<file path="config.mk">
export PLATFORM = sky130hd
export DESIGN_NAME = store_drain_flat
export DESIGN_NICKNAME = d
export VERILOG_FILES = /design/src/dcache_pkg.sv /design/src/sb_if.sv /design/src/store_drain.sv /design/src/flat_wrapper.sv
export VERILOG_INCLUDE_DIRS = /design/src /design/src/src
export SDC_FILE = /design/constraint.sdc
export NUM_CORES = 1
export LEC_CHECK = 0
export ABC_CLOCK_PERIOD_IN_PS = 7100
export BUFFER_PORTS_ARGS = -buffer_cell sky130_fd_sc_hd__buf_2
export CORE_MARGIN = 5
export CORE_UTILIZATION = 40
export DETAILED_ROUTE_END_ITERATION = 6
export PLACE_DENSITY_LB_ADDON = 0.08
export SYNTH_ARGS = -nofsm -noshare
export SYNTH_HDL_FRONTEND = slang
export SYNTH_SLANG_ARGS = --single-unit
</file>
<file path="constraint.sdc">
create_clock -name clk -period 7.1 [get_ports clk]
set_input_delay 2.13 -clock clk [delete_from_list [all_inputs] [get_ports clk]]
set_output_delay 2.13 -clock clk [all_outputs]
set_load 0.01 [all_outputs]
</file>
<file path="src/dcache_macros.svh">
`ifndef DCACHE_MACROS_SVH
`define DCACHE_MACROS_SVH

// two ways of 4 KiB each
`define DC_WAY_NUM    2
`define DC_SET_NUM    256
// words per 16-byte line
`define DC_LINE_WORDS 4

// pending stores held until commit
`define DC_SB_SIZE    4

// tag is addr[31:12], set index starts at bit 4
`define DC_TAG_W      20
`define DC_INDEX_LOW  4

`endif
</file>
<file path="src/dcache_pkg.sv">
`include "dcache_macros.svh"

package dcache_pkg;

    // access size as carried by the request
    typedef enum logic [1:0] {
        SIZE_BYTE = 2'd0,
        SIZE_HALF = 2'd1,
        SIZE_WORD = 2'd2
    } mem_size_e;

    // one tag sram word
    typedef struct packed {
        logic                 valid;
        logic [`DC_TAG_W-1:0] tag;
    } cache_tag_t;

    // pending store, data already lane aligned
    typedef struct packed {
        logic                   valid;
        logic [29:0]            waddr;
        logic [31:0]            data;
        logic [3:0]             strb;
        logic [`DC_WAY_NUM-1:0] way;
    } sb_entry_t;

    // write on the second sram port
    // waddr is set index and word offset within a way
    typedef struct packed {
        logic [$clog2(`DC_SET_NUM * `DC_LINE_WORDS)-1:0] waddr;
        logic [`DC_WAY_NUM-1:0]                         way;
        logic                                           tag_we;
        cache_tag_t                                     tag;
        logic [3:0]                                     strb;
        logic [31:0]                                    data;
    } dc_write_t;

endpackage

</file>
<file path="src/sb_if.sv">
`timescale 1ns/1ps
`include "dcache_macros.svh"

interface sb_if import dcache_pkg::*; ();

    // push from the M1 stage
    logic      push_valid;
    logic      push_ready;
    sb_entry_t push_entry;

    // pop towards the drain stage
    logic      pop_valid;
    logic      pop_ready;
    sb_entry_t pop_entry;

    // all entries, oldest first, for load forwarding
    sb_entry_t [`DC_SB_SIZE-1:0] entries;

    modport cache (output push_valid, push_entry, input push_ready, entries);

    modport buffer (
        input  push_valid, push_entry, pop_ready,
        output push_ready, pop_valid, pop_entry, entries
    );

    modport drain (input pop_valid, pop_entry, output pop_ready);

endinterface

</file>
<file path="src/store_drain.sv">
`timescale 1ns/1ps
`include "dcache_macros.svh"

module store_drain import dcache_pkg::*; (
    input  logic                   clk,
    input  logic                   rst_n,
    sb_if.drain                    sb,
    input  logic                   commit_store_i,
    input  logic                   refill_valid_i,
    input  logic [31:0]            refill_addr_i,
    input  logic [`DC_WAY_NUM-1:0] refill_way_i,
    input  logic [`DC_TAG_W-1:0]   refill_tag_i,
    input  logic [31:0]            refill_data_i,
    output dc_write_t              wr_o
);

    localparam int unsigned CNT_W   = $clog2(`DC_SB_SIZE + 1);
    localparam int unsigned WADDR_W = $clog2(`DC_SET_NUM * `DC_LINE_WORDS);

    logic [CNT_W-1:0]       pending;
    logic                   pop_fire;
    logic [`DC_WAY_NUM-1:0] way_q;
    logic                   tag_we_q;
    logic [WADDR_W-1:0]     waddr_q;
    cache_tag_t             tag_q;
    logic [3:0]             strb_q;
    logic [31:0]            data_q;

    // commits that arrive during a refill wait here
    assign sb.pop_ready = (commit_store_i | (pending != '0)) & ~refill_valid_i;
    assign pop_fire     = sb.pop_valid & sb.pop_ready;

    always_ff @(posedge clk) begin
        if (!rst_n) begin
            pending <= '0;
        end else begin
            pending <= pending + CNT_W'(commit_store_i) - CNT_W'(pop_fire);
        end
    end

    // refill wins; a popped miss has a zero way and writes nothing
    always_ff @(posedge clk) begin
        if (!rst_n) begin
            way_q    <= '0;
            tag_we_q <= 1'b0;
        end else if (refill_valid_i) begin
            way_q    <= refill_way_i;
            tag_we_q <= 1'b1;
        end else if (pop_fire) begin
            way_q    <= sb.pop_entry.way;
            tag_we_q <= 1'b0;
        end else begin
            way_q    <= '0;
            tag_we_q <= 1'b0;
        end
    end

    always_ff @(posedge clk) begin
        if (refill_valid_i) begin
            waddr_q <= refill_addr_i[WADDR_W+1:2];
            tag_q   <= '{valid: 1'b1, tag: refill_tag_i};
            strb_q  <= 4'hf;
            data_q  <= refill_data_i;
        end else if (pop_fire) begin
            waddr_q <= sb.pop_entry.waddr[WADDR_W-1:0];
            strb_q  <= sb.pop_entry.strb;
            data_q  <= sb.pop_entry.data;
        end
    end

    always_comb begin
        wr_o.waddr  = waddr_q;
        wr_o.way    = way_q;
        wr_o.tag_we = tag_we_q;
        wr_o.tag    = tag_q;
        wr_o.strb   = strb_q;
        wr_o.data   = data_q;
    end

endmodule

</file>
<file path="src/flat_wrapper.sv">
// flat-port wrapper written by rule: the top's interface ports become plain ports
module store_drain_flat import dcache_pkg::*;
  (clk, rst_n, commit_store_i, refill_valid_i, refill_addr_i, refill_way_i, refill_tag_i, refill_data_i, wr_o, sb_pop_valid, sb_pop_entry, sb_pop_ready);
  sb_if sb_i ();
  input  logic clk;
  input  logic rst_n;
  input  logic commit_store_i;
  input  logic refill_valid_i;
  input  logic [31:0] refill_addr_i;
  input  logic [`DC_WAY_NUM-1:0] refill_way_i;
  input  logic [`DC_TAG_W-1:0] refill_tag_i;
  input  logic [31:0] refill_data_i;
  output dc_write_t wr_o;
  input wire logic [$bits(sb_i.pop_valid)-1:0] sb_pop_valid;
  input wire logic [$bits(sb_i.pop_entry)-1:0] sb_pop_entry;
  output wire logic [$bits(sb_i.pop_ready)-1:0] sb_pop_ready;
  assign sb_i.pop_valid = sb_pop_valid;
  assign sb_i.pop_entry = sb_pop_entry;
  assign sb_pop_ready = sb_i.pop_ready;
  store_drain u_core (.clk(clk), .rst_n(rst_n), .sb(sb_i), .commit_store_i(commit_store_i), .refill_valid_i(refill_valid_i), .refill_addr_i(refill_addr_i), .refill_way_i(refill_way_i), .refill_tag_i(refill_tag_i), .refill_data_i(refill_data_i), .wr_o(wr_o));
endmodule
</file>
**Yosys cells after proc, flatten, opt, wreduce, memory -nomap -nowiden**

Cells that the tools add are included.

- Memories kept: 0
- Register bits after elaboration: 72
- Bits in latches: 0
- Bits in read-only memories: 0
- Output and inout bits: 71
- RAM bits: 0

- $mul: 0
- Bitwise gates (word level): 4
- Eq/ne operators: 0
- Magnitude comparators: 0
- Shift operators: 0
- Divide/modulo/power cells: 0
- Mux-type cells: 7
- $add $sub $neg: 2
- Reductions and logical operators: 2

Operator list:

| kind | number |
|---|---|
| $mux W32 | 2 |
| $mux W10 | 2 |
| $mux W2 | 2 |
| $add A3 B1 Y3 | 1 |
| $reduce_bool A3 Y1 | 1 |
| $sub A3 B1 Y3 | 1 |
| $and A1 B1 Y1 | 2 |
| $reduce_bool A2 Y1 | 1 |
| $mux W1 | 1 |
| $not A1 Y1 | 1 |
| $or A1 B1 Y1 | 1 |

**Depth between registers and ports, before layout**

Gate-level depths: netlist of run 1.

- Word-level depth: 6
- Depth in mapped cells: 10
- Gate-level depth less buffers: 9

**Worst setup path after synthesis of run 1**

OpenSTA, ideal clock, no wires.

- Kind: input -> output
- Start: input refill_valid_i
- End: output sb_pop_ready
- Slack: 2362 ps
- Arrival time: 2608 ps
- Stages on the path: 3
- Cells stage by stage: buf_2 -> buf_2 -> nor2_1

- Cells in the longest elaborated chain, start to end: 2

RTL lines:

| what | RTL line | source |
|---|---|---|
| start: declaration | flat_wrapper.sv:8 | `input logic refill_valid_i;` |
| $not A1 Y1 | store_drain.sv:30 | `assign sb.pop_ready = (commit_store_i \| (pending != '0)) & ~refill_valid_i;` |
| $and A1 B1 Y1 | store_drain.sv:30 |  |
| end: declaration | flat_wrapper.sv:16 | `output wire logic [$bits(sb_i.pop_ready)-1:0] sb_pop_ready;` |

No other way between the ends.

**Worst setup path after layout of run 1**

- Start: input commit_store_i
- End: output sb_pop_ready

- Cells in the longest elaborated chain, start to end: 2

RTL lines:

| what | RTL line | source |
|---|---|---|
| start: declaration | flat_wrapper.sv:7 | `input logic commit_store_i;` |
| $or A1 B1 Y1 | store_drain.sv:30 |  |
| $and A1 B1 Y1 | store_drain.sv:30 |  |

No other way between the ends.

==> impl_results.md, run 1 <==
- Clock root cell: clkbuf_8
- CP Capture Type: output port
- Die width: 94.19 um
- Post-Route Skew: 0.009414 ns
- HP Class: register to register
- Initial drt markers: 80
- Drt total wl: 6.913 mm
- R2R Path Start: u_core.pending[1]$_SDFF_PN0_
- Die Ht: 94.19 um
- Pwr Total: 0.9552 mW
- Post-Syn Area: 0.002835 mm^2
- Syn nets: 317
- CTS Sinks: 72
- Post-synthesis sequential element count: 72
- TritonRoute pass-1 iters: 4
- Clock Power Share: 0.282
- Sequential share of the synthesized area: 0.7273
- Status: completed
- Global-route wire length before repair: 10.19 mm
- CP Capture Point: sb_pop_ready
- Site Rows: 30
- Vias per std cell: 4.427
- Setup bufs post-CTS: 0
- GRT Util Overall: 0.1548
- Setup crit start: commit_store_i
- Unique masters post-synth: 22
- Clock transition at path regs: 0.06 ns
- Final period utilization: 0.6713
- Worst Path Required: 4.97 ns
- DP HPWL: 5.208 mm
- Startpoint types: primary input
- Peak supply drop: 0.0001175 V
- Sw Pwr: 0.2392 mW
- Combinational group share of total power: 0.168
- Pint: 0.7160 mW
- Leakage: 1.794 nW
- Port Buf Inserts: 186
- Critical path arrival: 2.64 ns
- Layout cell share with drive strength beyond 1: 0.7077
- Max-cap violation count: 0
- Number of buffers created by CTS: 9
- CTS Buffer Depth: 2
- Setup TNS: 0 ns
- Worst reg2reg path depth: 3
- Hold buffer count at CTS: 0
- WS Path Type: primary input to output port
- CP max stage delay: 0.18 ns
- N_diodes: 0
- Most used cell, CP: buf_2
- FF-to-FF setup slack: 4.69 ns
- YS warnings: 0
- RR Endpoint: u_core.data_q[10]$_DFFE_PP_
- Slew Limit Headroom: 0.3235
- Post-DRT Antenna Nets: 0
- Post-cts gate resize count: 0
- Worst-skew pair later-pin latency: 0.33 ns
- Placer Congestion: 0.7374
- Fmax achieved: 209.8 MHz
- Slowest library cell on the worst path: nor4_4
- Initial Util: 0.4150
- RSZ-0062 raised after global routing: no
- Final net count: 506
- Layout area overhead: 41.09%
- WL/cell: 15.53 um
- Vias: 1,970
- H-Tree Depth: 3
- Syn Inst Count: 155
- Largest net degree at the start of global routing: 71
- Worst Tran Pin Value: 1.015 ns
- Core Area: 0.006832 mm^2
- Io pins: 231
- DRC: 0
- Final Hold Fails: 0
- Slew Viols, Final: 0
- Post-route minimum period: 4.766 ns
- Initial antenna violation count: 0
- Synthesized area per cell: 18.29 um^2
- GRT overflow: 0
- Crit-path cells: buf_2, nor4_4, nor2_1, buf_2
- Cell area power density: 238.8 mW/mm^2
- CTS tree: done
- CP max FO: 2
- Vias in the first global route: 2,007
- Sequential share of power: 0.550
- Final setup vio count: 0
- Sw Ratio: 0.2505
- Die area: 0.008872 mm^2
-- routing by layer --
layer  share of wire  GRT usage
met1            0.39     0.1748
met2            0.50     0.2595
met3            0.10    0.05529
met4           0.015    0.07341
met5               0          0
-- layout by cell type, fill, tap and decap left out --
master and count:
inv_1 5, ha_1 1, conb_1 1, dfxtp_1 10
clkinvlp_4 1, fa_1 1, and2_1 3, nor2_1 5
or2_2 1, buf_4 1, mux2i_1 4, nor4_4 1
nor3b_2 1, clkinv_1 2, buf_2 186, nor2b_1 1
xnor2_1 2, clkbuf_8 9, mux2_2 42, and2b_2 1
edfxtp_1 62, xor2_1 1, clkinv_2 3, clkinv_4 1
a31o_1 2, and3_1 2
-- flip-flops by register name, indices dropped and copies added, names as in the netlist --
name             flops
u_core.pending       3
u_core.data_q       32
u_core.strb_q        4
u_core.waddr_q      10
u_core.way_q         2
u_core.wr_o         20
u_core.tag_we_q      1
-- metrics by stage --
stage,instances,worst slack (ns),cell area [um^2],hold WS [ns],utilization
2_1_floorplan,155,2.362,2835,0.5295,-
3_3_place_gp,429,2.344,3837,0.4862,0.5617
3_5_place_dp,429,2.342,3837,0.5092,0.5617
4_1_cts,445,2.335,4000,0.5218,0.5855
5_1_grt,445,2.273,4000,0.5567,0.5855
6_report,445,2.334,4000,0.5179,0.5855
-- critical path, delay by kind of cell --
kind          cells  cell delay (ns)
buf+inv           2             0.26
simple gates      2             0.24
-- worst min-delay path by stage --
stage | from | to | slack [ns] | depth (start not counted)
finish | u_core.strb_q[1]$_SDFFE_PP1P_ | u_core.strb_q[1]$_SDFFE_PP1P_ | 0.52 | 2
global route | u_core.strb_q[3]$_SDFFE_PP1P_ | u_core.strb_q[3]$_SDFFE_PP1P_ | 0.56 | 2
CTS | u_core.strb_q[1]$_SDFFE_PP1P_ | u_core.strb_q[1]$_SDFFE_PP1P_ | 0.52 | 2
detailed placement | u_core.strb_q[2]$_SDFFE_PP1P_ | u_core.strb_q[2]$_SDFFE_PP1P_ | 0.51 | 2
global placement | u_core.strb_q[1]$_SDFFE_PP1P_ | u_core.strb_q[1]$_SDFFE_PP1P_ | 0.49 | 2
floorplan | u_core.strb_q[0]$_SDFFE_PP1P_ | u_core.strb_q[0]$_SDFFE_PP1P_ | 0.53 | 2
-- kinds of logic (layout without fill, tap and decap cells) --
| kind of cell | after synthesis | count (layout) | share of synthesized area |
|---|---|---|---|
| multiplexers | 46 | 46 | 0.1809 |
| other | 1 | 1 | 0.001323 |
| AND/OR/NAND/NOR | 15 | 15 | 0.03707 |
| XOR/XNOR | 3 | 3 | 0.009269 |
| buffers and inverters | 14 | 208 | 0.02648 |
| AO/OA/AOI/OAI | 2 | 2 | 0.006179 |
| adder cells (fa/ha/maj) | 2 | 2 | 0.01147 |
| flip-flops | 72 | 72 | 0.7273 |
-- Yosys cell counts --
| cell type | number | area [um^2] |
|---|---|---|
| a31o_1 | 2 | 17.52 |
| buf_4 | 2 | 15.01 |
| and2_1 | 3 | 18.77 |
| nor4_4 | 1 | 21.27 |
| ha_1 | 1 | 12.51 |
| mux2_2 | 42 | 473.0 |
| and3_1 | 2 | 12.51 |
| and2b_2 | 1 | 8.760 |
| or2_1 | 1 | 6.260 |
| fa_1 | 1 | 20.02 |
| buf_6 | 1 | 11.26 |
| mux2i_1 | 4 | 40.04 |
| xnor2_1 | 2 | 17.52 |
| xor2_1 | 1 | 8.760 |
| nor2b_1 | 1 | 6.260 |
| nor3b_2 | 1 | 12.51 |
| edfxtp_1 | 62 | 1862 |
| buf_2 | 6 | 30.03 |
| dfxtp_1 | 10 | 200.2 |
| inv_1 | 5 | 18.77 |
| conb_1 | 1 | 3.750 |
| nor2_1 | 5 | 18.77 |
-- area by class of cell --
cell class	instances	area, um^2
fill	601	2831
sequential	72	2062
timing repair buffer	187	938.4
multi-input combinational	69	698.2
clock buffer	9	123.9
tap	96	120.1
clock inverter	7	38.79
inverter	5	18.77
-- power by group through the flow --
stage / logic [mW] / clock network, mW / registers [mW]
final: 0.160 / 0.269 / 0.526
after global routing: 0.177 / 0.303 / 0.530
after CTS: 0.164 / 0.278 / 0.526
after detailed placement: 0.163 / 0 / 0.535
after global placement: 0.161 / 0 / 0.534
after floorplan: 0.0635 / 0 / 0.556
(Power assumes the default switching activity.)
==> run 2, diff against run 1 <==
--- a/config.mk
+++ b/config.mk
@@ -6,10 +6,11 @@
 export SDC_FILE = /design/constraint.sdc
 export NUM_CORES = 1
 export LEC_CHECK = 0
-export ABC_CLOCK_PERIOD_IN_PS = 7100
+export ABC_AREA = 1
+export ABC_CLOCK_PERIOD_IN_PS = 4000
 export BUFFER_PORTS_ARGS = -buffer_cell sky130_fd_sc_hd__buf_2
 export CORE_MARGIN = 5
-export CORE_UTILIZATION = 40
+export CORE_UTILIZATION = 35
 export DETAILED_ROUTE_END_ITERATION = 6
 export PLACE_DENSITY_LB_ADDON = 0.08
 export SYNTH_ARGS = -nofsm -noshare
==> constraint.sdc (replaced) <==
create_clock -name clk -period 4 [get_ports clk]
set_input_delay 1.2 -clock clk [delete_from_list [all_inputs] [get_ports clk]]
set_output_delay 1.2 -clock clk [all_outputs]
set_load 0.01 [all_outputs]
==> run 2 against run 1 <==
Effect of this change:
- sequential power up 76%
- global-route usage is 0.97 points lower
- flip-flop and latch count stayed put
- largest power group unchanged
==> impl_results.md, run 2 <==
- Status: completed
- Leakage: 2.067 nW
- Leading area contributor after synthesis: edfxtp_1
- RR Endpoint: u_core.data_q[4]$_DFFE_PP_
- Vias: 2,320
- Critical path buffer and inverter count: 2
- Drt total wl: 7.361 mm
- Unique masters post-synth: 20
- Max reg flops: 32
- Worst Hold Endpoint: u_core.strb_q[2]$_SDFFE_PP1P_
- DP HPWL: 5.651 mm
- CP max FO: 2
- Clock root cell: clkbuf_8
- GRT overflow: 0
- Initial antenna violation count: 0
- WS Path Type: primary input to output port
- Ys async rst share: 0
- CP max stage delay: 0.15 ns
- Vias in the first global route: 2,308
- Port Buf Inserts: 186
- Final setup vio count: 0
- Placed Cells incl. Taps: 537
- Biggest register: u_core.data_q
- Slowest library cell on the worst path: nor2_2
- Die area: 0.01011 mm^2
- Die Ht: 100.5 um
- Post-Syn Area: 0.002869 mm^2
- Final net count: 605
- Post-synth EDFFs: 62
- Core Area: 0.008093 mm^2
- Hold path depth: 2
- Primary FF master, synth: edfxtp_1
- Crit-path cells: buf_2, nor2_2, a21oi_1, buf_2
- Setup bufs post-CTS: 0
- Post-DRT Antenna Nets: 0
- HP Class: register to register
- Vias per std cell: 4.195
- Placer Congestion: 0.7162
- Max-cap violation count: 0
- Largest net degree at the start of global routing: 54
- Peak supply drop: 0.0001576 V
- Post-cts gate resize count: 0
- Fmax achieved: 345.2 MHz
- Synthesized area per cell: 11.25 um^2
- Final Hold Fails: 0
- RSZ-0062 raised after global routing: no
- Synth cell count leaders: 141 x nand2_1, 62 x edfxtp_1, 10 x dfxtp_1
- Initial drt markers: 52
- Commonest non-fill, non-tap cell in the layout: buf_2
- Site Rows: 33
- Clock transition at path regs: 0.08 ns
- Layout area overhead: 42.08%
- Hold buffer count at CTS: 0
- Layout cell share with drive strength beyond 1: 0.4710
- Final period utilization: 0.7242
- Worst-skew pair later-pin latency: 0.34 ns
- GRT Util Overall: 0.1451
- Worst reg2reg path depth: 5
- WL/cell: 13.31 um
- Syn nets: 417
- Non-Filler Instances: 553
- Die width: 100.5 um
- Critical path arrival: 1.70 ns
- Post-synthesis sequential element count: 72
- Startpoint types: primary input
- Io pins: 231
- Post-route minimum period: 2.897 ns
- Worst Hold Launch: u_core.strb_q[2]$_SDFFE_PP1P_
- Count leader, synth: nand2_1
- CTS Sinks: 72
- WHS: 0.4644 ns
- Number of buffers created by CTS: 9
- Initial Util: 0.3545
- Worst Path Required: 2.80 ns
- DRC: 0
- Setup TNS: 0 ns
- FF-to-FF setup slack: 2.18 ns
- Most used cell, CP: buf_2
- CTS Buffer Depth: 2
- Global-route wire length before repair: 11.13 mm
- TritonRoute pass-1 iters: 4
- CP delay by family, top: buffers and inverters
- Cell area power density: 442.7 mW/mm^2
- Ranking of synthesized cells by area: edfxtp_1 65%, nand2_1 18%, dfxtp_1 7.0%
- Area share of the largest cell type after synthesis: 0.6489
- N_diodes: 0
- CTS tree: done
- Slew Viols, Final: 0
- H-Tree Depth: 3
- Post-Route Skew: 0.01135 ns
- Syn Inst Count: 255
- YS warnings: 0
- Fill cells: 831
- R2R Path Start: u_core.pending[1]$_SDFF_PN0_
- CP Capture Type: output port
- Most frequent cells in the layout: 186 x buf_2, 140 x nand2_1, 62 x edfxtp_1
- Sequential share of the synthesized area: 0.7187
[run 2: cell types whose count changed in the layout (fill, tap and decap cells not counted), moves of 3 or more]
cell / change
and2_1: -3
inv_6: +3
mux2_2: -42
mux2i_1: -4
nand2_1: +140
nand3_1: +4
nand4_1: +5
[run 2: routing by layer]
metal / track usage / part of all wire
met1: 0.1653 / 0.38
met2: 0.2411 / 0.49
met3: 0.05813 / 0.12
met4: 0.06218 / 0.012
met5: 0 / 0
[run 2: cells by family (layout without fill, tap and decap cells)]
logic type               count (synthesis)  after routing  share of synthesized area
AO/OA/AOI/OAI                            3              3                   0.005232
XOR/XNOR                                 1              1                   0.003053
adder cells (fa/ha/maj)                  2              2                    0.01134
buffers and inverters                   19            212                    0.03968
flip-flops                              72             72                     0.7187
other                                    1              1                   0.001307
AND/OR/NAND/NOR                        157            157                     0.2207
[run 2: report_power, final]
part,switching [mW],internal (mW),leakage (nW)
Clock,0.289,0.293,0.0966
Combinational,0.171,0.125,1.27
Sequential,0.0235,0.903,0.702
[run 2: how the worst max path moves through the flow]
stage	startpoint	to	depth (start not counted)
floorplan	refill_valid_i	sb_pop_ready	3
global placement	refill_valid_i	u_core.waddr_q[2]$_DFFE_PP_	5
detailed placement	refill_valid_i	u_core.waddr_q[8]$_DFFE_PP_	5
CTS	commit_store_i	sb_pop_ready	4
global route	commit_store_i	sb_pop_ready	4
finish	commit_store_i	sb_pop_ready	4
[run 2: area by class of cell]
type | instances | area, um^2 | share of cell area
Sequential cell | 72 | 2062 | 0.5058
Timing Repair Buffer | 189 | 953.4 | 0.2339
Multi-Input combinational cell | 164 | 695.7 | 0.1707
Tap cell | 105 | 131.4 | 0.03223
Clock buffer | 9 | 123.9 | 0.03039
Clock inverter | 7 | 76.32 | 0.01872
Inverter | 7 | 33.78 | 0.008287
[run 2: per-stage QoR]
stage / worst slack (ns) / cell area, um^2 / utilization / power [mW]
after floorplan: 1.106 / 2869 / - / 1.097
final: 1.103 / 4076 / 0.5037 / 1.805
after global routing: 1.059 / 4076 / 0.5037 / 1.906
after detailed placement: 1.068 / 3876 / 0.4790 / 1.247
after global placement: 1.092 / 3876 / 0.4790 / 1.239
after CTS: 1.106 / 4076 / 0.5037 / 1.831
[run 2: tightest hold or removal path: stages (launching register included)]
cell     delay [ns]
dfxtp_1        0.34
nand2_1        0.05
nand3_1        0.05
==> run 3, diff against run 2 <==
--- a/config.mk
+++ b/config.mk
@@ -7,10 +7,10 @@
 export NUM_CORES = 1
 export LEC_CHECK = 0
 export ABC_AREA = 1
-export ABC_CLOCK_PERIOD_IN_PS = 4000
+export ABC_CLOCK_PERIOD_IN_PS = 2700
 export BUFFER_PORTS_ARGS = -buffer_cell sky130_fd_sc_hd__buf_2
 export CORE_MARGIN = 5
-export CORE_UTILIZATION = 35
+export CORE_UTILIZATION = 39
 export DETAILED_ROUTE_END_ITERATION = 6
 export PLACE_DENSITY_LB_ADDON = 0.08
 export SYNTH_ARGS = -nofsm -noshare
==> constraint.sdc (replaced) <==
create_clock -name clk -period 2.7 [get_ports clk]
set_input_delay 0.81 -clock clk [delete_from_list [all_inputs] [get_ports clk]]
set_output_delay 0.81 -clock clk [all_outputs]
set_load 0.01 [all_outputs]
==> run 3 against run 2 <==
Effect of this change:
- via count is 0.95% higher
- global-route usage is 1.3 points higher
- sequential power is 48% higher
- non-clock buffer count is 1 higher
- cell count is 0.90% lower
- critical path type unchanged
- critical endpoint unchanged
- largest cell class unchanged
==> impl_results.md, run 3 (same netlist as run 2, synthesis figures left out) <==
- Status: completed
- Slowest library cell on the worst path: buf_2
- Die Ht: 95.77 um
- H-Tree Depth: 3
- Clock transition at path regs: 0.07 ns
- GRT overflow: 0
- Crit-path cells: buf_2, a21oi_1, buf_2
- Cell Area, Placed: 0.003876 mm^2
- Cell area power density: 655.3 mW/mm^2
- CP Capture Type: output port
- Setup WS pre-CTS: 0.3311 ns
- Post-route minimum period: 2.133 ns
- Worst-skew pair later-pin latency: 0.34 ns
- Critical path buffer and inverter count: 2
- Commonest non-fill, non-tap cell in the layout: buf_2
- CP max stage delay: 0.29 ns
- Layout cell share with drive strength beyond 1: 0.4722
- Hold buffer count at CTS: 0
- CTS tree: done
- Io pins: 231
- Critical path arrival: 1.32 ns
- Global-route wire length before repair: 10.72 mm
- Vias: 2,342
- Max-cap violation count: 0
- Most frequent cells in the layout: 186 x buf_2, 140 x nand2_1, 62 x edfxtp_1
- Final period utilization: 0.7900
- Sw Ratio: 0.2663
- Leakage: 2.068 nW
- FF-to-FF setup slack: 1.02 ns
- Post-DRT Antenna Nets: 0
- Final WS setup: 0.5671 ns
- Initial Util: 0.3977
- Sw Pwr: 0.7118 mW
- DP HPWL: 5.653 mm
- HP Class: register to register
- WL/cell: 13.58 um
- Most used cell, CP: buf_2
- Final net count: 606
- Post-Route Skew: 0.004962 ns
- Setup bufs post-CTS: 0
- Combinational group share of total power: 0.163
- Layout area overhead: 42.17%
- Clock Power Share: 0.322
- Clock root cell: clkbuf_8
- Setup TNS: 0 ns
- Largest net degree at the start of global routing: 53
- Worst Tran Pin Value: 0.5722 ns
- Final Hold Fails: 0
- CP max FO: 14
- Pint: 1.961 mW
- Post-cts gate resize count: 0
- Port Buf Inserts: 186
- Vias per std cell: 4.274
- Worst Path Required: 1.89 ns
- RSZ-0062 raised after global routing: no
- Peak supply drop: 0.0002526 V
- DRC: 0
- Core Area: 0.007214 mm^2
- CTS Sinks: 72
- Vias in the first global route: 2,218
- Max reg flops: 32
- GRT Util Overall: 0.1581
- Placer Congestion: 0.7497
- Slew Viols, Final: 0
- Site Rows: 31
- CP delay by family, top: buffers and inverters
- Biggest register: u_core.data_q
- Sequential share of power: 0.514
- N_diodes: 0
- Design area: 0.004079 mm^2
- Slew Limit Headroom: 0.6185
- Number of buffers created by CTS: 9
- Final setup vio count: 0
- Initial antenna violation count: 0
- Fmax achieved: 468.8 MHz
- Startpoint types: primary input
- Drt total wl: 7.444 mm
- Initial drt markers: 35
- Die area: 0.009172 mm^2
- WS Path Type: primary input to output port
- TritonRoute pass-1 iters: 4
- CTS Buffer Depth: 2
- Die width: 95.77 um
==> run 3: changes by cell type in the layout (fill, tap and decap cells not counted), sizes merged <==
| cell | change |
|---|---|
| buf | +1 |
| clkinv | -1 |
| clkinvlp | +1 |
==> run 3: worst paths after layout <==
kind,end,from,cells after the start
setup / recovery,sb_pop_ready,refill_valid_i,3
hold / removal,u_core.strb_q[0]$_SDFFE_PP1P_,u_core.strb_q[0]$_SDFFE_PP1P_,2
setup reg to reg,u_core.pending[2]$_SDFF_PN0_,u_core.pending[1]$_SDFF_PN0_,10
hold reg to reg,u_core.strb_q[0]$_SDFFE_PP1P_,u_core.strb_q[0]$_SDFFE_PP1P_,2
==> run 3: final cells by class <==
| cell class | instances | area, um^2 |
|---|---|---|
| clock buffer | 9 | 123.9 |
| clock inverter | 7 | 78.83 |
| fill | 674 | 3136 |
| inverter | 7 | 33.78 |
| multi-input combinational | 164 | 695.7 |
| sequential | 72 | 2062 |
| tap | 99 | 123.9 |
| timing repair buffer | 190 | 960.9 |
==> run 3: per-stage QoR <==
step	util	instances	power [mW]	hold WS, ns
6_report	0.5654	548	2.673	0.4718
5_1_grt	0.5654	548	2.814	0.5094
4_1_cts	0.5654	548	2.713	0.4695
3_5_place_dp	0.5373	532	1.845	0.4434
3_3_place_gp	0.5373	532	1.836	0.4383
2_1_floorplan	-	255	1.625	0.4908
==> run 3: tightest hold or removal path, cell delays in order, from the launching register on <==
cell and delay (ns):
dfxtp_1 0.34, nand2_1 0.05, nand3_1 0.05
==> run 3: power groups by stage <==
stage / Combinational (mW) / Sequential, mW / Clock, mW
after CTS: 0.446 / 1.38 / 0.892
after detailed placement: 0.445 / 1.40 / 0
after floorplan: 0.166 / 1.46 / 0
after global routing: 0.489 / 1.39 / 0.939
final: 0.437 / 1.37 / 0.862
after global placement: 0.440 / 1.40 / 0
==> run 3: layer usage <==
metal | routed length (um) | vias to the layer above | global-route usage
met2 | 3691 | 112 | 0.2640
li1 | - | 1210 | -
met1 | 2763 | 1006 | 0.1757
met5 | 0 | - | 0
met4 | 189 | 0 | 0.08768
met3 | 800 | 14 | 0.05551
