`src/dcache_macros.svh`:
```
`ifndef DCACHE_MACROS_SVH
`define DCACHE_MACROS_SVH

// two ways of 4 KiB each
`define DC_WAY_NUM    2
`define DC_SET_NUM    256
// words per 16-byte line
`define DC_LINE_WORDS 4

// pending stores held until commit
`define DC_SB_SIZE    4

// tag is addr[31:12], set index starts at bit 4
`define DC_TAG_W      20
`define DC_INDEX_LOW  4

`endif
```
`src/dcache_pkg.sv`:
```
`include "dcache_macros.svh"

package dcache_pkg;

    // access size as carried by the request
    typedef enum logic [1:0] {
        SIZE_BYTE = 2'd0,
        SIZE_HALF = 2'd1,
        SIZE_WORD = 2'd2
    } mem_size_e;

    // one tag sram word
    typedef struct packed {
        logic                 valid;
        logic [`DC_TAG_W-1:0] tag;
    } cache_tag_t;

    // pending store, data already lane aligned
    typedef struct packed {
        logic                   valid;
        logic [29:0]            waddr;
        logic [31:0]            data;
        logic [3:0]             strb;
        logic [`DC_WAY_NUM-1:0] way;
    } sb_entry_t;

    // write on the second sram port
    // waddr is set index and word offset within a way
    typedef struct packed {
        logic [$clog2(`DC_SET_NUM * `DC_LINE_WORDS)-1:0] waddr;
        logic [`DC_WAY_NUM-1:0]                         way;
        logic                                           tag_we;
        cache_tag_t                                     tag;
        logic [3:0]                                     strb;
        logic [31:0]                                    data;
    } dc_write_t;

endpackage

```
`src/sb_if.sv`:
```
`timescale 1ns/1ps
`include "dcache_macros.svh"

interface sb_if import dcache_pkg::*; ();

    // push from the M1 stage
    logic      push_valid;
    logic      push_ready;
    sb_entry_t push_entry;

    // pop towards the drain stage
    logic      pop_valid;
    logic      pop_ready;
    sb_entry_t pop_entry;

    // all entries, oldest first, for load forwarding
    sb_entry_t [`DC_SB_SIZE-1:0] entries;

    modport cache (output push_valid, push_entry, input push_ready, entries);

    modport buffer (
        input  push_valid, push_entry, pop_ready,
        output push_ready, pop_valid, pop_entry, entries
    );

    modport drain (input pop_valid, pop_entry, output pop_ready);

endinterface

```
`src/store_buffer.sv`:
```
`timescale 1ns/1ps
`include "dcache_macros.svh"

module store_buffer import dcache_pkg::*; (
    input logic  clk,
    input logic  rst_n,
    sb_if.buffer sb
);

    localparam int unsigned PTR_W = $clog2(`DC_SB_SIZE);
    localparam int unsigned CNT_W = $clog2(`DC_SB_SIZE + 1);

    sb_entry_t [`DC_SB_SIZE-1:0] mem;
    logic [PTR_W-1:0]            head;
    logic [PTR_W-1:0]            tail;
    logic [CNT_W-1:0]            count;
    logic                        push_fire;
    logic                        pop_fire;

    assign sb.push_ready = (count != CNT_W'(`DC_SB_SIZE));
    assign sb.pop_valid  = (count != '0);
    assign sb.pop_entry  = mem[head];

    assign push_fire = sb.push_valid & sb.push_ready;
    assign pop_fire  = sb.pop_valid & sb.pop_ready;

    always_ff @(posedge clk) begin
        if (push_fire) begin
            mem[tail] <= sb.push_entry;
        end
    end

    always_ff @(posedge clk) begin
        if (!rst_n) begin
            head  <= '0;
            tail  <= '0;
            count <= '0;
        end else begin
            if (push_fire) begin
                tail <= tail + 1'b1;
            end
            if (pop_fire) begin
                head <= head + 1'b1;
            end
            count <= count + CNT_W'(push_fire) - CNT_W'(pop_fire);
        end
    end

    // rotate so that index 0 is the oldest store
    // slots past count read as invalid
    always_comb begin
        logic [PTR_W-1:0] idx;
        for (int i = 0; i < `DC_SB_SIZE; i++) begin
            idx                 = head + PTR_W'(i);
            sb.entries[i]       = mem[idx];
            sb.entries[i].valid = mem[idx].valid & (CNT_W'(i) < count);
        end
    end

endmodule

```
`src/flat_wrapper.sv`:
```
// flat-port wrapper written by rule: the top's interface ports become plain ports
module store_buffer_flat import dcache_pkg::*;
  (clk, rst_n, sb_push_valid, sb_push_entry, sb_pop_ready, sb_push_ready, sb_pop_valid, sb_pop_entry, sb_entries);
  sb_if sb_i ();
  input logic clk;
  input logic rst_n;
  input wire logic [$bits(sb_i.push_valid)-1:0] sb_push_valid;
  input wire logic [$bits(sb_i.push_entry)-1:0] sb_push_entry;
  input wire logic [$bits(sb_i.pop_ready)-1:0] sb_pop_ready;
  output wire logic [$bits(sb_i.push_ready)-1:0] sb_push_ready;
  output wire logic [$bits(sb_i.pop_valid)-1:0] sb_pop_valid;
  output wire logic [$bits(sb_i.pop_entry)-1:0] sb_pop_entry;
  output wire logic [$bits(sb_i.entries)-1:0] sb_entries;
  assign sb_i.push_valid = sb_push_valid;
  assign sb_i.push_entry = sb_push_entry;
  assign sb_i.pop_ready = sb_pop_ready;
  assign sb_push_ready = sb_i.push_ready;
  assign sb_pop_valid = sb_i.pop_valid;
  assign sb_pop_entry = sb_i.pop_entry;
  assign sb_entries = sb_i.entries;
  store_buffer u_core (.clk(clk), .rst_n(rst_n), .sb(sb_i));
endmodule
```
`config.mk`:
```
export PLATFORM = sky130hd
export DESIGN_NAME = store_buffer_flat
export DESIGN_NICKNAME = d
export VERILOG_FILES = /design/src/dcache_pkg.sv /design/src/sb_if.sv /design/src/store_buffer.sv /design/src/flat_wrapper.sv
export VERILOG_INCLUDE_DIRS = /design/src /design/src/src
export SDC_FILE = /design/constraint.sdc
export NUM_CORES = 1
export LEC_CHECK = 0
export BUFFER_PORTS_ARGS = -buffer_cell sky130_fd_sc_hd__buf_2
export CAP_MARGIN = 20
export CORE_UTILIZATION = 45
export CTS_BUF_LIST = sky130_fd_sc_hd__clkbuf_4 sky130_fd_sc_hd__clkbuf_8 sky130_fd_sc_hd__clkbuf_16
export CTS_CLUSTER_SIZE = 30
export DETAILED_ROUTE_END_ITERATION = 8
export HOLD_SLACK_MARGIN = 0.12
export PLACE_DENSITY_LB_ADDON = 0.3
export SLEW_MARGIN = 20
export SYNTH_ARGS = -nofsm -noshare
export SYNTH_HDL_FRONTEND = slang
export SYNTH_SLANG_ARGS = --single-unit
export TNS_END_PERCENT = 10
```
`constraint.sdc`:
```
create_clock -name clk -period 4.98 [get_ports clk]
set_clock_uncertainty 0.05 [all_clocks]
set_input_delay 0.498 -clock clk [delete_from_list [all_inputs] [get_ports clk]]
set_output_delay 0.498 -clock clk [all_outputs]
set_load 0.01 [all_outputs]
```
### Word level (Yosys, flattened, before mapping)

Index checks and enable logic that the tools add are counted.

| operators by class | value |
|---|---|
| add/subtract/negate cells | 6 |
| order comparisons | 10 |
| equal/unequal tests | 1 |
| muxes and demuxes | 11 |
| bitwise operators | 6 |
| reduce and logical (&&, ||, !) cells | 2 |

Operators with widths:

| cell | number |
|---|---|
| 69-bit binary-select mux with 2-bit select | 4 |
| 69-bit two-way mux | 5 |
| 276-bit bitwise mux | 1 |
| 69-bit demux with 2-bit select | 1 |
| 2-bit by 3-bit less-than comparator with 1-bit output (second input constant) | 5 |
| 1-bit AND | 6 |
| 1-bit by 3-bit less-than comparator with 1-bit output (first input constant) | 2 |
| 2-bit by 3-bit less-than comparator with 1-bit output (first input constant) | 2 |
| 2-bit by 1-bit adder with 2-bit output (second input constant) | 2 |
| 2-bit adder (second input constant) | 2 |
| 3-bit by 1-bit adder with 3-bit output | 1 |
| 3-bit != test (second input constant) | 1 |
| 3-bit nonzero test | 1 |
| 3-bit by 1-bit subtractor with 3-bit output | 1 |
| 2-bit by 1-bit greater-or-equal comparator with 1-bit output (second input constant) | 1 |
| 1-bit logical AND | 1 |

| word-level totals | value |
|---|---|
| flip-flop bits (word level) | 283 |
| input port bits | 73 |
| output and inout port bits | 347 |
| word-level logic and storage cells | 59 |

### Longest topological paths before layout

Gate-level depths: netlist (run 1).

| depth | value |
|---|---|
| word-level depth | 5 |
| gate-level depth with buffers | 8 |
| gate-level depth less buffers | 8 |

### Least setup slack after synthesis (run 1)

OpenSTA, ideal clock, no wires.

| timing | value |
|---|---|
| path type | reg-to-reg |
| start point | reg u_core.count[1] |
| end point | reg u_core.mem[0] in the netlist's numbering, enable pin |
| setup time | 0.435 ns |
| arrival | 2.448 ns |
| required time | 4.495 ns |
| slack | 2.048 ns |
| stages on the path, launching flop included | 4 |
| buffers on the path | 0 |
| clock period less this slack | 2.932 ns |
| path through | dfxtp_1 nor2_1 a21boi_2 and2_1 |

| on the way | value |
|---|---|
| longest elaborated chain between the ends | 2 |

Ends and longest elaborated chain:

| element | RTL line | source |
|---|---|---|
| from (decl) | store_buffer.sv:16 | `logic [CNT_W-1:0] count;` |
| from (signal assigned) | store_buffer.sv:45 | `count <= count + CNT_W'(push_fire) - CNT_W'(pop_fire);` |
| 3-bit != test | store_buffer.sv:20 | `` assign sb.push_ready = (count != CNT_W'(`DC_SB_SIZE)); `` |
| 1-bit AND | store_buffer.sv:24 | `assign push_fire = sb.push_valid & sb.push_ready;` |
| via u_core.push_fire | store_buffer.sv:17 | `logic push_fire;` |
| to (signal, indexed assignment) | store_buffer.sv:29 | `mem[tail] <= sb.push_entry;` |
| to (decl) | store_buffer.sv:13 | `` sb_entry_t [`DC_SB_SIZE-1:0] mem; `` |

The timed path passes the listed nets, and every way through them passes these cells.
A chain may end at the register's enable or synchronous reset.

### Worst setup path after layout (run 1)

| timing | value |
|---|---|
| start point | reg u_core.head[0] |
| end point | out sb_pop_entry[57] |

| on the way | value |
|---|---|
| longest elaborated chain between the ends | 2 |

Ends and longest elaborated chain:

| element | RTL line | source |
|---|---|---|
| from (decl) | store_buffer.sv:14 | `logic [PTR_W-1:0] head;` |
| from (signal assigned) | store_buffer.sv:43 | `head <= head + 1'b1;` |
| 69-bit binary-select mux with 2-bit select | store_buffer.sv:22 | `assign sb.pop_entry = mem[head];` |
| 69-bit two-way mux | -- |  |
| to (decl) | flat_wrapper.sv:12 | `output wire logic [$bits(sb_i.pop_entry)-1:0] sb_pop_entry;` |

No other way between the ends. The select of a mux whose other input is x is not followed.

==> results of run 1 <==
==> per-stage QoR <==
step                instances  power [mW]  hold slack (ns)
finish                   1623        9.85            0.145
global route             1623        10.4            0.131
CTS                      1621        9.99            0.127
detailed placement       1497        7.56            0.445
global placement         1497        7.53            0.434
floorplan                 740        6.49            0.418
==> routing by layer <==
| metal | vias to the layer above | wire [um] |
|---|---|---|
| met5 | - | 0 |
| met4 | 0 | 1110 |
| met3 | 66 | 2080 |
| met2 | 368 | 19300 |
| met1 | 5147 | 13700 |
| li1 | 4057 | - |
==> cells in the final DEF (no fill, tap or decap), types with 2 or more instances in the layout <==
cell	netlist	final
buf_4	92	5
clkinvlp_4	0	3
mux2i_1	4	4
buf_12	0	8
clkinv_1	0	3
nand2_1	8	8
dlygate4sd3_1	0	68
clkbuf_16	0	31
clkbuf_4	0	4
and2_1	8	4
ha_1	8	8
diode_2	0	2
buf_2	14	419
clkinv_2	0	8
mux4_2	272	272
clkinv_4	0	2
a211oi_1	2	2
and2_4	0	4
dfxtp_1	7	5
mux2_2	3	3
nor2_1	3	3
bufinv_16	0	5
xnor2_1	2	2
edfxtp_1	276	276
inv_1	8	8
dfxtp_4	0	2
==> sequential cells by signal, indices dropped and copies added, names as in the netlist <==
| register | flops |
|---|---|
| u_core.mem | 276 |
| u_core.tail | 2 |
| u_core.head | 2 |
| u_core.count | 3 |
==> area by class of cell <==
| type | count | area [sq um] |
|---|---|---|
| diodes | 2 | 5.00 |
| well taps | 455 | 569 |
| inverters | 8 | 30.0 |
| repair buffers | 500 | 2980 |
| multi-input cells | 319 | 6520 |
| flip-flops and latches | 283 | 8440 |
| clock inverters | 21 | 241 |
| clock buffers | 35 | 806 |
| fillers | 2724 | 15200 |
==> worst max path at each step <==
stage	startpoint	end	slack, ns	depth (start not counted)
6_report	u_core.head[0]$_SDFFE_PN0P_	sb_pop_entry[57]	1.60	3
5_1_grt	u_core.head[0]$_SDFFE_PN0P_	sb_entries[2]	1.34	3
4_1_cts	u_core.head[0]$_SDFFE_PN0P_	sb_pop_entry[5]	1.51	3
3_5_place_dp	u_core.head[0]$_SDFFE_PN0P_	sb_pop_entry[5]	2.13	3
3_3_place_gp	u_core.head[0]$_SDFFE_PN0P_	sb_entries[5]	2.17	3
2_1_floorplan	u_core.count[1]$_SDFF_PN0_	u_core.mem[0]$_DFFE_PP_	2.05	3
==> cells by family (layout without fill, tap and decap cells) <==
logic type	count (synthesis)	after routing
xor gates and xnor gates	3	3
other	0	2
DFF	283	283
muxes	279	279
buffers and inverters	138	564
AOI/OAI and AO/OA	7	7
and+or+nand+nor	21	21
adders and majority gates	9	9
==> report_power, final <==
part	switching (mW)	total, mW	leakage [nW]	internal [mW]
registers	0.318	3.22	2.59	2.91
clock network	0.931	2.35	0.516	1.42
logic	2.06	4.28	3.66	2.22
total	3.30	9.85	6.76	6.54
==> out/metrics.cfg, run 1 <==
[status]
status=finished clean

[setup_path]
cpPeakStageDelay_ns=0.96
crit_chain=buf_12 > mux4_2 > buf_2
arrival_ns=2.83
path_delay_family=flip-flops
r2r_cells=4
cp_slowest_cell=dfxtp_4
r2r_end=u_core.mem[9]$_DFFE_PP_
cp-start-kind=flop
r2r_start=u_core.count[1]$_SDFF_PN0_
critPathKind=flop to output port
crit_path_end_kind=output port
critical_path_required_ns=4.43
path_buf_inv=2
regToRegSetupSlack_ns=2.31
crit_fanout=59

[synthesis]
synth_compound_area_share_pct=0.352
synth_commonest_cells=276 x edfxtp_1, 272 x mux4_2, 92 x buf_4
synthSimpleGateAreaFrac_pct=0.649
synth_mux_area_share_pct=38.8
synth_xor_area_share_pct=0.164
synth_top_family_by_area=multiplexers
synth_enable_flop_cells=276
synth-seq-cells=283
post_synth.cell_area_avg_sq_um=21.6
synth_top_area_cell=edfxtp_1
post-synth-top-count-cell=edfxtp_1
synth-main-ff-cell=edfxtp_1
syn_area_sq_um=16000
synth.yosys.seq_area_share_pct=52.7
synth_top_area_share_pct=51.8
ys_types=24
synth_nets=822
synthTopCellsByArea=edfxtp_1 52%, mux4_2 38%, buf_4 4.3%, buf_6 1.7%, dfxtp_1 0.88%
yosys_warnings=0
synthArstFlopShare_pct=0
synth-adder-area-share_pct=0.751
synth_cells=740

[placement]
dpl.hpwl_mm=24.0
portBuffers=419
place_congestion=0.751
dpl_cell_area_sq_um=17800
dp_slack_ns=2.13

[clock_network]
cts_root_buf=clkbuf_16
holdBufCountCts=68
post-cts-setup-buffers=0
cts_resized=0
cts_sinks=283
clk_path_buf_depth=3
cts-htree-levels=1
clock_latency_ns=0.55
clk_pin_slew_ns=0.06
cts_made_buffers=31
cts_tree=built

[grt]
use_met2_pct=33.8
grt_use_total_pct=19.3
grt_use_met1_pct=24.6
first_global_vias=9292
grt_max_degree=74
grt_overflow=0
gr-usage-met3_pct=3.11
grt_pass1_wl_mm=54.0
grt_busiest_layer=met2
antenna_found_initial=2

[timing]
worst_slack_ns=1.60
slew_viol_final=0
fmax_ghz=0.296
post-route-min-period_ns=3.38
finalSetupTns_ns=0
fin_crit_sh_pct=67.8
worst-slew-pin-transition_ns=1.09
finalSetupViolCount=0
slew_headroom_pct=27.3
grt_setup_unrepaired=false
timing_hold_violations_final=0

[floorplan]
die_w_um=191
pin_count=420
coreArea_sq_um=34800
num_rows=68
dieArea_sq_um=36300
fp.dieH_um=191
initial_core_util_pct=46.0

[routing]
firstDrtPassIters=4
vias=9638
drt_iter0_markers=547
viasPerCell=5.94
wl_per_cell_um=22.3
drc=0
antenna_left=0
wl_mm=36.2

[power_and_ir_drop]
power_density_nw_per_um2=503
peakVddDrop_mv=0.349
p_leak_nw=6.76

[finish]
nets=1225
final_area_sq_um=19600
drive_gt1_share_pct=65.8
post-route-util_pct=56.3
area_growth_syn_to_layout_pct=22.4

[worst_hold_path]
whs_endpoint=u_core.mem[216]$_DFFE_PP_
worstHoldStart=sb_push_entry[9]
hp-class=primary input to flop
hold_depth=1

[job]
maxCapViolCount=0

Note: power is estimated with default switching activity, not from simulation.
==> run 2, diff against run 1 <==
--- a/config.mk
+++ b/config.mk
@@ -6,6 +6,7 @@
 export SDC_FILE = /design/constraint.sdc
 export NUM_CORES = 1
 export LEC_CHECK = 0
+export ABC_AREA = 1
 export BUFFER_PORTS_ARGS = -buffer_cell sky130_fd_sc_hd__buf_2
 export CAP_MARGIN = 20
 export CORE_UTILIZATION = 45
==> constraint.sdc (replaced) <==
create_clock -name clk -period 3 [get_ports clk]
set_clock_uncertainty 0.05 [all_clocks]
set_input_delay 0.3 -clock clk [delete_from_list [all_inputs] [get_ports clk]]
set_output_delay 0.3 -clock clk [all_outputs]
set_load 0.01 [all_outputs]
==> out/metrics.cfg, run 2 <==
[setup_path]
critical_path_required_ns=2.65  ; was 4.43 ns
regToRegSetupSlack_ns=0.88  ; was 2.31 ns
crit_fanout=45  ; was 59
cpPeakStageDelay_ns=0.44  ; was 0.96 ns
critPathKind=flop to output port  ; unchanged
cp_slowest_cell=inv_4  ; was dfxtp_4
crit_path_start=u_core.head[0]$_SDFFE_PN0P_  ; unchanged
arrival_ns=2.37  ; was 2.83 ns
r2r_cells=5  ; was 4
crit_chain=inv_6 > nand2_1 > nand2_4 > inv_4 > buf_4 > nand2_1 > o21ai_1 > buf_2  ; was buf_12 > mux4_2 > buf_2
cp-start-kind=flop  ; unchanged
critPathMostFrequentCell=nand2_1
r2r_start=u_core.count[1]$_SDFF_PN0_  ; unchanged
crit_path_end_kind=output port  ; unchanged
r2r_end=u_core.mem[181]$_DFFE_PP_  ; was u_core.mem[9]$_DFFE_PP_

[finish]
area_growth_syn_to_layout_pct=23.3  ; was 22.4%
nets=2223  ; was 1,225
top_regs=u_core.mem: 276 flops, u_core.count: 3 flops  ; unchanged
largest_register_ffs=276  ; unchanged
final_common_cell=nand2_1  ; was buf_2
post-route-util_pct=56.3  ; about the same
final_area_sq_um=18800  ; was 19,600 sq um
mostFrequentLayoutCells=566 x nand2_1, 459 x o21ai_0, 419 x buf_2, 276 x edfxtp_1, 154 x inv_1  ; was 419 x buf_2, 276 x edfxtp_1, 272 x mux4_2, 68 x dlygate4sd3_1, 31 x clkbuf_16
drive_gt1_share_pct=23.0  ; was 65.8%
regMostFlops=u_core.mem  ; unchanged

[synthesis]
synth_commonest_cells=566 x nand2_1, 459 x o21ai_0, 276 x edfxtp_1  ; was 276 x edfxtp_1, 272 x mux4_2, 92 x buf_4
synth_top_area_cell=edfxtp_1  ; unchanged
post_synth.cell_area_avg_sq_um=8.57  ; was 21.6 sq um
synth_enable_flop_cells=276  ; unchanged
ys_types=22  ; was 24
synth_cells=1783  ; was 740
synthArstFlopShare_pct=0  ; unchanged
synth_nets=1865  ; was 822
yosys_warnings=0  ; unchanged
synth-main-ff-cell=edfxtp_1  ; unchanged
synth_top_area_share_pct=54.2  ; was 51.8%
syn_area_sq_um=15300  ; was 16,000 sq um
synthTopCellsByArea=edfxtp_1 54%, o21ai_0 15%, nand2_1 14%, buf_4 3.8%, inv_1 3.8%  ; was edfxtp_1 52%, mux4_2 38%, buf_4 4.3%, buf_6 1.7%, dfxtp_1 0.88%
post-synth-top-count-cell=nand2_1  ; was edfxtp_1
synth.yosys.seq_area_share_pct=55.2  ; was 52.7%
synth-seq-cells=283  ; unchanged

[clock_network]
cts-htree-levels=1  ; unchanged
clock_latency_ns=0.55  ; about the same
holdBufCountCts=72  ; was 68
post-cts-setup-buffers=0  ; unchanged
clk_pin_slew_ns=0.06  ; about the same
cts_resized=0  ; unchanged
cts_made_buffers=31  ; unchanged
cts_tree=built  ; unchanged
clk_path_buf_depth=3  ; unchanged
cts_root_buf=clkbuf_16  ; unchanged
cts_sinks=283  ; unchanged

[power_and_ir_drop]
power_density_nw_per_um2=928  ; was 503 nW/um^2
power_mw=17.5  ; was 9.85 mW
p_leak_nw=8.11  ; was 6.76 nW
peakVddDrop_mv=0.639  ; was 0.349 mV

[worst_hold_path]
worstHoldStart=sb_push_entry[34]  ; was sb_push_entry[9]
whs_endpoint=u_core.mem[34]$_DFFE_PP_  ; was u_core.mem[216]$_DFFE_PP_
hold_depth=2  ; was 1
hp-class=primary input to flop  ; unchanged

[grt]
grt_max_degree=141  ; was 74
grt_pass1_wl_mm=61.3  ; was 54.0 mm
use_met2_pct=39.1  ; was 33.8%
first_global_vias=11968  ; was 9,292
grt_overflow=0  ; unchanged
gr-usage-met3_pct=4.07  ; was 3.11%
grt_use_total_pct=22.5  ; was 19.3%
grt_use_met1_pct=27.7  ; was 24.6%
grt_busiest_layer=met2  ; unchanged
antenna_found_initial=1  ; was 2

[timing]
fin_crit_sh_pct=90.6
fmax_ghz=0.368
post-route-min-period_ns=2.72
timing_hold_violations_final=0  ; unchanged
slew_viol_final=0  ; unchanged
holdWs_ns=0.448  ; was 0.145 ns
grt_setup_unrepaired=false  ; unchanged
worst-slew-pin-transition_ns=0.733  ; was 1.09 ns
slew_headroom_pct=51.2  ; was 27.3%
finalSetupViolCount=0  ; unchanged
finalSetupTns_ns=0  ; unchanged

[routing]
drc=0  ; unchanged
wl_per_cell_um=15.5  ; was 22.3 um
viasPerCell=5.09  ; was 5.94
firstDrtPassIters=5  ; was 4
wl_mm=40.3  ; was 36.2 mm
vias=13293  ; was 9,638
antenna_left=0  ; unchanged
drt_iter0_markers=784  ; was 547

[floorplan]
dieArea_sq_um=34700  ; was 36,300 sq um
fp.dieH_um=186  ; was 191 um
num_rows=67  ; was 68
initial_core_util_pct=45.7  ; was 46.0%
coreArea_sq_um=33400  ; was 34,800 sq um
die_w_um=186  ; was 191 um
pin_count=420  ; unchanged

[placement]
dpl_cell_area_sq_um=17100  ; was 17,800 sq um
dpl.hpwl_mm=26.3  ; was 24.0 mm
place_congestion=0.842  ; was 0.751
portBuffers=419  ; unchanged

[status]
status=finished clean  ; unchanged

[job]
maxCapViolCount=0  ; unchanged

## run 2: worst max-delay path by stage
stage	end	depth (start not counted)
floorplan	u_core.mem[0]$_DFFE_PP_	4
global placement	sb_entries[99]	8
detailed placement	sb_entries[92]	8
CTS	sb_entries[92]	8
global route	sb_entries[63]	6
finish	sb_entries[102]	8
## run 2: critical path: cells and delay by family (launching register included)
| family | cells | cell delay (ns) |
|---|---|---|
| AND/OR/NAND/NOR | 3 | 0.26 |
| flip-flops | 1 | 0.41 |
| AO/OA/AOI/OAI | 1 | 0.08 |
| buffers and inverters | 4 | 1.04 |
## run 2: where the power goes
group	switching, mW	total, mW	internal (mW)
clock	1.46	3.72	2.26
sequential	0.147	4.94	4.79
combinational	5.82	8.83	3.01
total	7.42	17.5	10.1
## run 2: logic make-up (layout without fill, tap and decap cells)
| logic type | count (synthesis) | in the layout | synth area share, % |
|---|---|---|---|
| and+or+nand+nor | 592 | 592 | 14.7 |
| buffers and inverters | 346 | 724 | 11.2 |
| DFF | 283 | 283 | 55.2 |
| other | 0 | 1 | 0 |
| xor gates and xnor gates | 1 | 1 | 0.0573 |
| AOI/OAI and AO/OA | 552 | 552 | 18.1 |
| adders and majority gates | 9 | 9 | 0.786 |
## run 2: per-layer routing
| layer | vias up | routed length [um] |
|---|---|---|
| li1 | 6607 | - |
| met1 | 6068 | 16400 |
| met2 | 518 | 19500 |
| met3 | 100 | 2900 |
| met4 | 0 | 1530 |
| met5 | - | 0 |
## run 2: cell type report
type	count	area (sq um)
Fill cell	2970	14600
Sequential cell	283	8440
Multi-Input combinational cell	1154	5170
Timing Repair Buffer	514	3080
Clock buffer	37	821
Inverter	157	599
Tap cell	448	561
Clock inverter	16	174
Antenna cell	1	2.50
## run 2: through the flow
step           setup slack, ns  std cells
6_report                 0.283       2610
3_5_place_dp             0.853       2484
2_1_floorplan           -0.115       1783
5_1_grt                 0.0864       2610
3_3_place_gp             0.882       2484
4_1_cts                  0.246       2609
==> run 3, diff against run 2 <==
--- a/config.mk
+++ b/config.mk
@@ -9,7 +9,7 @@
 export ABC_AREA = 1
 export BUFFER_PORTS_ARGS = -buffer_cell sky130_fd_sc_hd__buf_2
 export CAP_MARGIN = 20
-export CORE_UTILIZATION = 45
+export CORE_UTILIZATION = 35
 export CTS_BUF_LIST = sky130_fd_sc_hd__clkbuf_4 sky130_fd_sc_hd__clkbuf_8 sky130_fd_sc_hd__clkbuf_16
 export CTS_CLUSTER_SIZE = 30
 export DETAILED_ROUTE_END_ITERATION = 8
==> out/metrics.cfg, run 3 (same netlist as run 2, synthesis figures left out) <==
[timing]
worst-slew-pin-transition_ns=0.786  ; was 0.733 ns
timing_hold_violations_final=0  ; unchanged
slew_headroom_pct=47.6  ; was 51.2%
grt_setup_unrepaired=false  ; unchanged
finalSetupViolCount=0  ; unchanged
slew_viol_final=0  ; unchanged
fin_crit_sh_pct=91.9  ; was 90.6%
post-route-min-period_ns=2.76  ; was 2.72 ns
fmax_ghz=0.363  ; was 0.368 GHz

[power_and_ir_drop]
p_int_mw=10.3  ; was 10.1 mW
power_density_nw_per_um2=932  ; was 928 nW/um^2
p_seq_share_pct=27.8  ; was 28.2%
netSwitchingPower_mw=7.53  ; was 7.42 mW
power_mw=17.8  ; was 17.5 mW
peakVddDrop_mv=0.755  ; was 0.639 mV
clkPwrFrac_pct=22.0  ; was 21.3%
combinationalPowerShare_pct=50.2  ; was 50.5%
swShare_pct=42.4  ; about the same
p_leak_nw=8.14  ; was 8.11 nW

[finish]
multi_input_area_sq_um=5170  ; unchanged
layoutNonFillerInstCount=2744  ; was 2,610
mostFrequentLayoutCells=566 x nand2_1, 459 x o21ai_0, 419 x buf_2, 276 x edfxtp_1, 154 x inv_1  ; unchanged
nets=2221  ; was 2,223
num-fill-cells=4247  ; was 2,970
area_growth_syn_to_layout_pct=24.8  ; was 23.3%
largest_register_ffs=276  ; unchanged
antenna_cells=0  ; was 1
seqCellArea_sq_um=8440  ; unchanged
top_regs=u_core.mem: 276 flops, u_core.count: 3 flops  ; unchanged
final_common_cell=nand2_1  ; unchanged
regMostFlops=u_core.mem  ; unchanged
final_area_sq_um=19100  ; was 18,800 sq um
drive_gt1_share_pct=23.1  ; was 23.0%

[status]
status=finished clean  ; unchanged

[setup_path]
cp-start-kind=flop  ; unchanged
path_buf_inv=2  ; was 4
arrival_ns=2.41  ; was 2.37 ns
critPathMostFrequentCell=o21ai_0  ; was nand2_1
crit_path_end_kind=output port  ; unchanged
critPathKind=flop to output port  ; unchanged
cpPeakStageDelay_ns=0.41  ; was 0.44 ns
crit_chain=buf_12 > o21ai_0 > o21ai_0 > buf_2  ; was inv_6 > nand2_1 > nand2_4 > inv_4 > buf_4 > nand2_1 > o21ai_1 > buf_2
path_delay_family=buffers and inverters  ; unchanged
critical_path_required_ns=2.65  ; about the same
crit_fanout=171  ; was 45
cp_slowest_cell=dfxtp_4  ; was inv_4

[floorplan]
die_w_um=211  ; was 186 um
initial_core_util_pct=35.5  ; was 45.7%
num_rows=76  ; was 67
dieArea_sq_um=44500  ; was 34,700 sq um
pin_count=420  ; unchanged
coreArea_sq_um=43100  ; was 33,400 sq um
fp.dieH_um=211  ; was 186 um

[placement]
place_congestion=0.811  ; was 0.842
portBuffers=419  ; unchanged
dp_cells=2620  ; was 2,484
dpl_cell_area_sq_um=17300  ; was 17,100 sq um
dpl.hpwl_mm=28.0  ; was 26.3 mm

[routing]
viasPerCell=4.84  ; was 5.09
drc=0  ; unchanged
drt_iter0_markers=856  ; was 784
wl_mm=42.7  ; was 40.3 mm
firstDrtPassIters=5  ; unchanged
wl_per_cell_um=15.6  ; was 15.5 um
vias=13269  ; was 13,293
antenna_left=0  ; unchanged

[worst_hold_path]
hp-class=primary input to flop  ; unchanged

[clock_network]
cts_root_buf=clkbuf_16  ; unchanged
clk_path_buf_depth=3  ; unchanged
clk_pin_slew_ns=0.06  ; about the same
cts_made_buffers=30  ; was 31
cts_tree=built  ; unchanged
cts_sinks=283  ; unchanged
clock_latency_ns=0.56  ; was 0.55 ns
cts-htree-levels=1  ; unchanged
post-cts-setup-buffers=0  ; unchanged

[grt]
grt_max_degree=172  ; was 141
grt_overflow=0  ; unchanged
first_global_vias=12156  ; was 11,968
grt_use_total_pct=18.6  ; was 22.5%
grt_pass1_wl_mm=64.7  ; was 61.3 mm
antenna_found_initial=1  ; unchanged

[job]
maxCapViolCount=0  ; unchanged

[run 3: final cells by class]
cell class                 count  area share [%]
inverter                     157            3.16
clock buffer                  36            4.26
tap                          585            3.84
timing repair buffer         513            16.2
sequential                   283            44.2
clock inverter                16            1.17
multi-input combinational   1154            27.1
[run 3: worst register-to-register path, stage by stage, from the launching register on]
cell,delay [ns]
dfxtp_1,0.41
nor2_1,0.09
nand2_1,0.16
nand2_1,0.28
nor2_4,0.17
buf_4,0.56
[run 3: through the flow]
step	setup TNS, ns	hold slack (ns)	setup WS [ns]	utilization, %
after floorplan	-31.80	0.343	-0.115	-
after global placement	0	0.463	0.721	40.2
after detailed placement	0	0.466	0.742	40.2
after CTS	0	0.412	0.122	44.3
after global routing	0	0.427	0.0544	44.3
final	0	0.436	0.242	44.3
[run 3: final timing paths]
check                                    from                          end  slack, ns  cells past startpoint
setup / recovery  u_core.head[0]$_SDFFE_PN0P_             sb_pop_entry[23]       0.24                      4
hold / removal              sb_push_entry[52]     u_core.mem[52]$_DFFE_PP_       0.44                      2
hold reg to reg   u_core.tail[1]$_SDFFE_PN0P_  u_core.tail[1]$_SDFFE_PN0P_       0.50                      2
setup reg to reg   u_core.count[1]$_SDFF_PN0_    u_core.mem[164]$_DFFE_PP_       0.88                      5
[run 3: power groups by stage]
stage	Sequential, mW	Combinational [mW]	Clock, mW
3_3_place_gp	5.01	8.86	0
5_1_grt	4.97	9.92	4.15
4_1_cts	4.94	9.03	4.00
6_report	4.94	8.93	3.91
3_5_place_dp	5.02	8.93	0
2_1_floorplan	4.99	5.94	0
[run 3: repair_timing]
| item | 4_1_cts | 5_1_grt |
|---|---|---|
| hold buffers | 72 | 0 |
| endpoints found under the hold margin | 283 | 0 |
| gates resized for setup | 0 | 0 |
[run 3: metal layers]
| metal | up-vias | part of all wire [%] | track usage (%) |
|---|---|---|---|
| li1 | 6603 | - | - |
| met1 | 6159 | 43 | 23.6 |
| met2 | 429 | 49 | 32.6 |
| met3 | 76 | 5.8 | 2.69 |
| met4 | 2 | 2.5 | 5.62 |
| met5 | - | 0.023 | 0 |
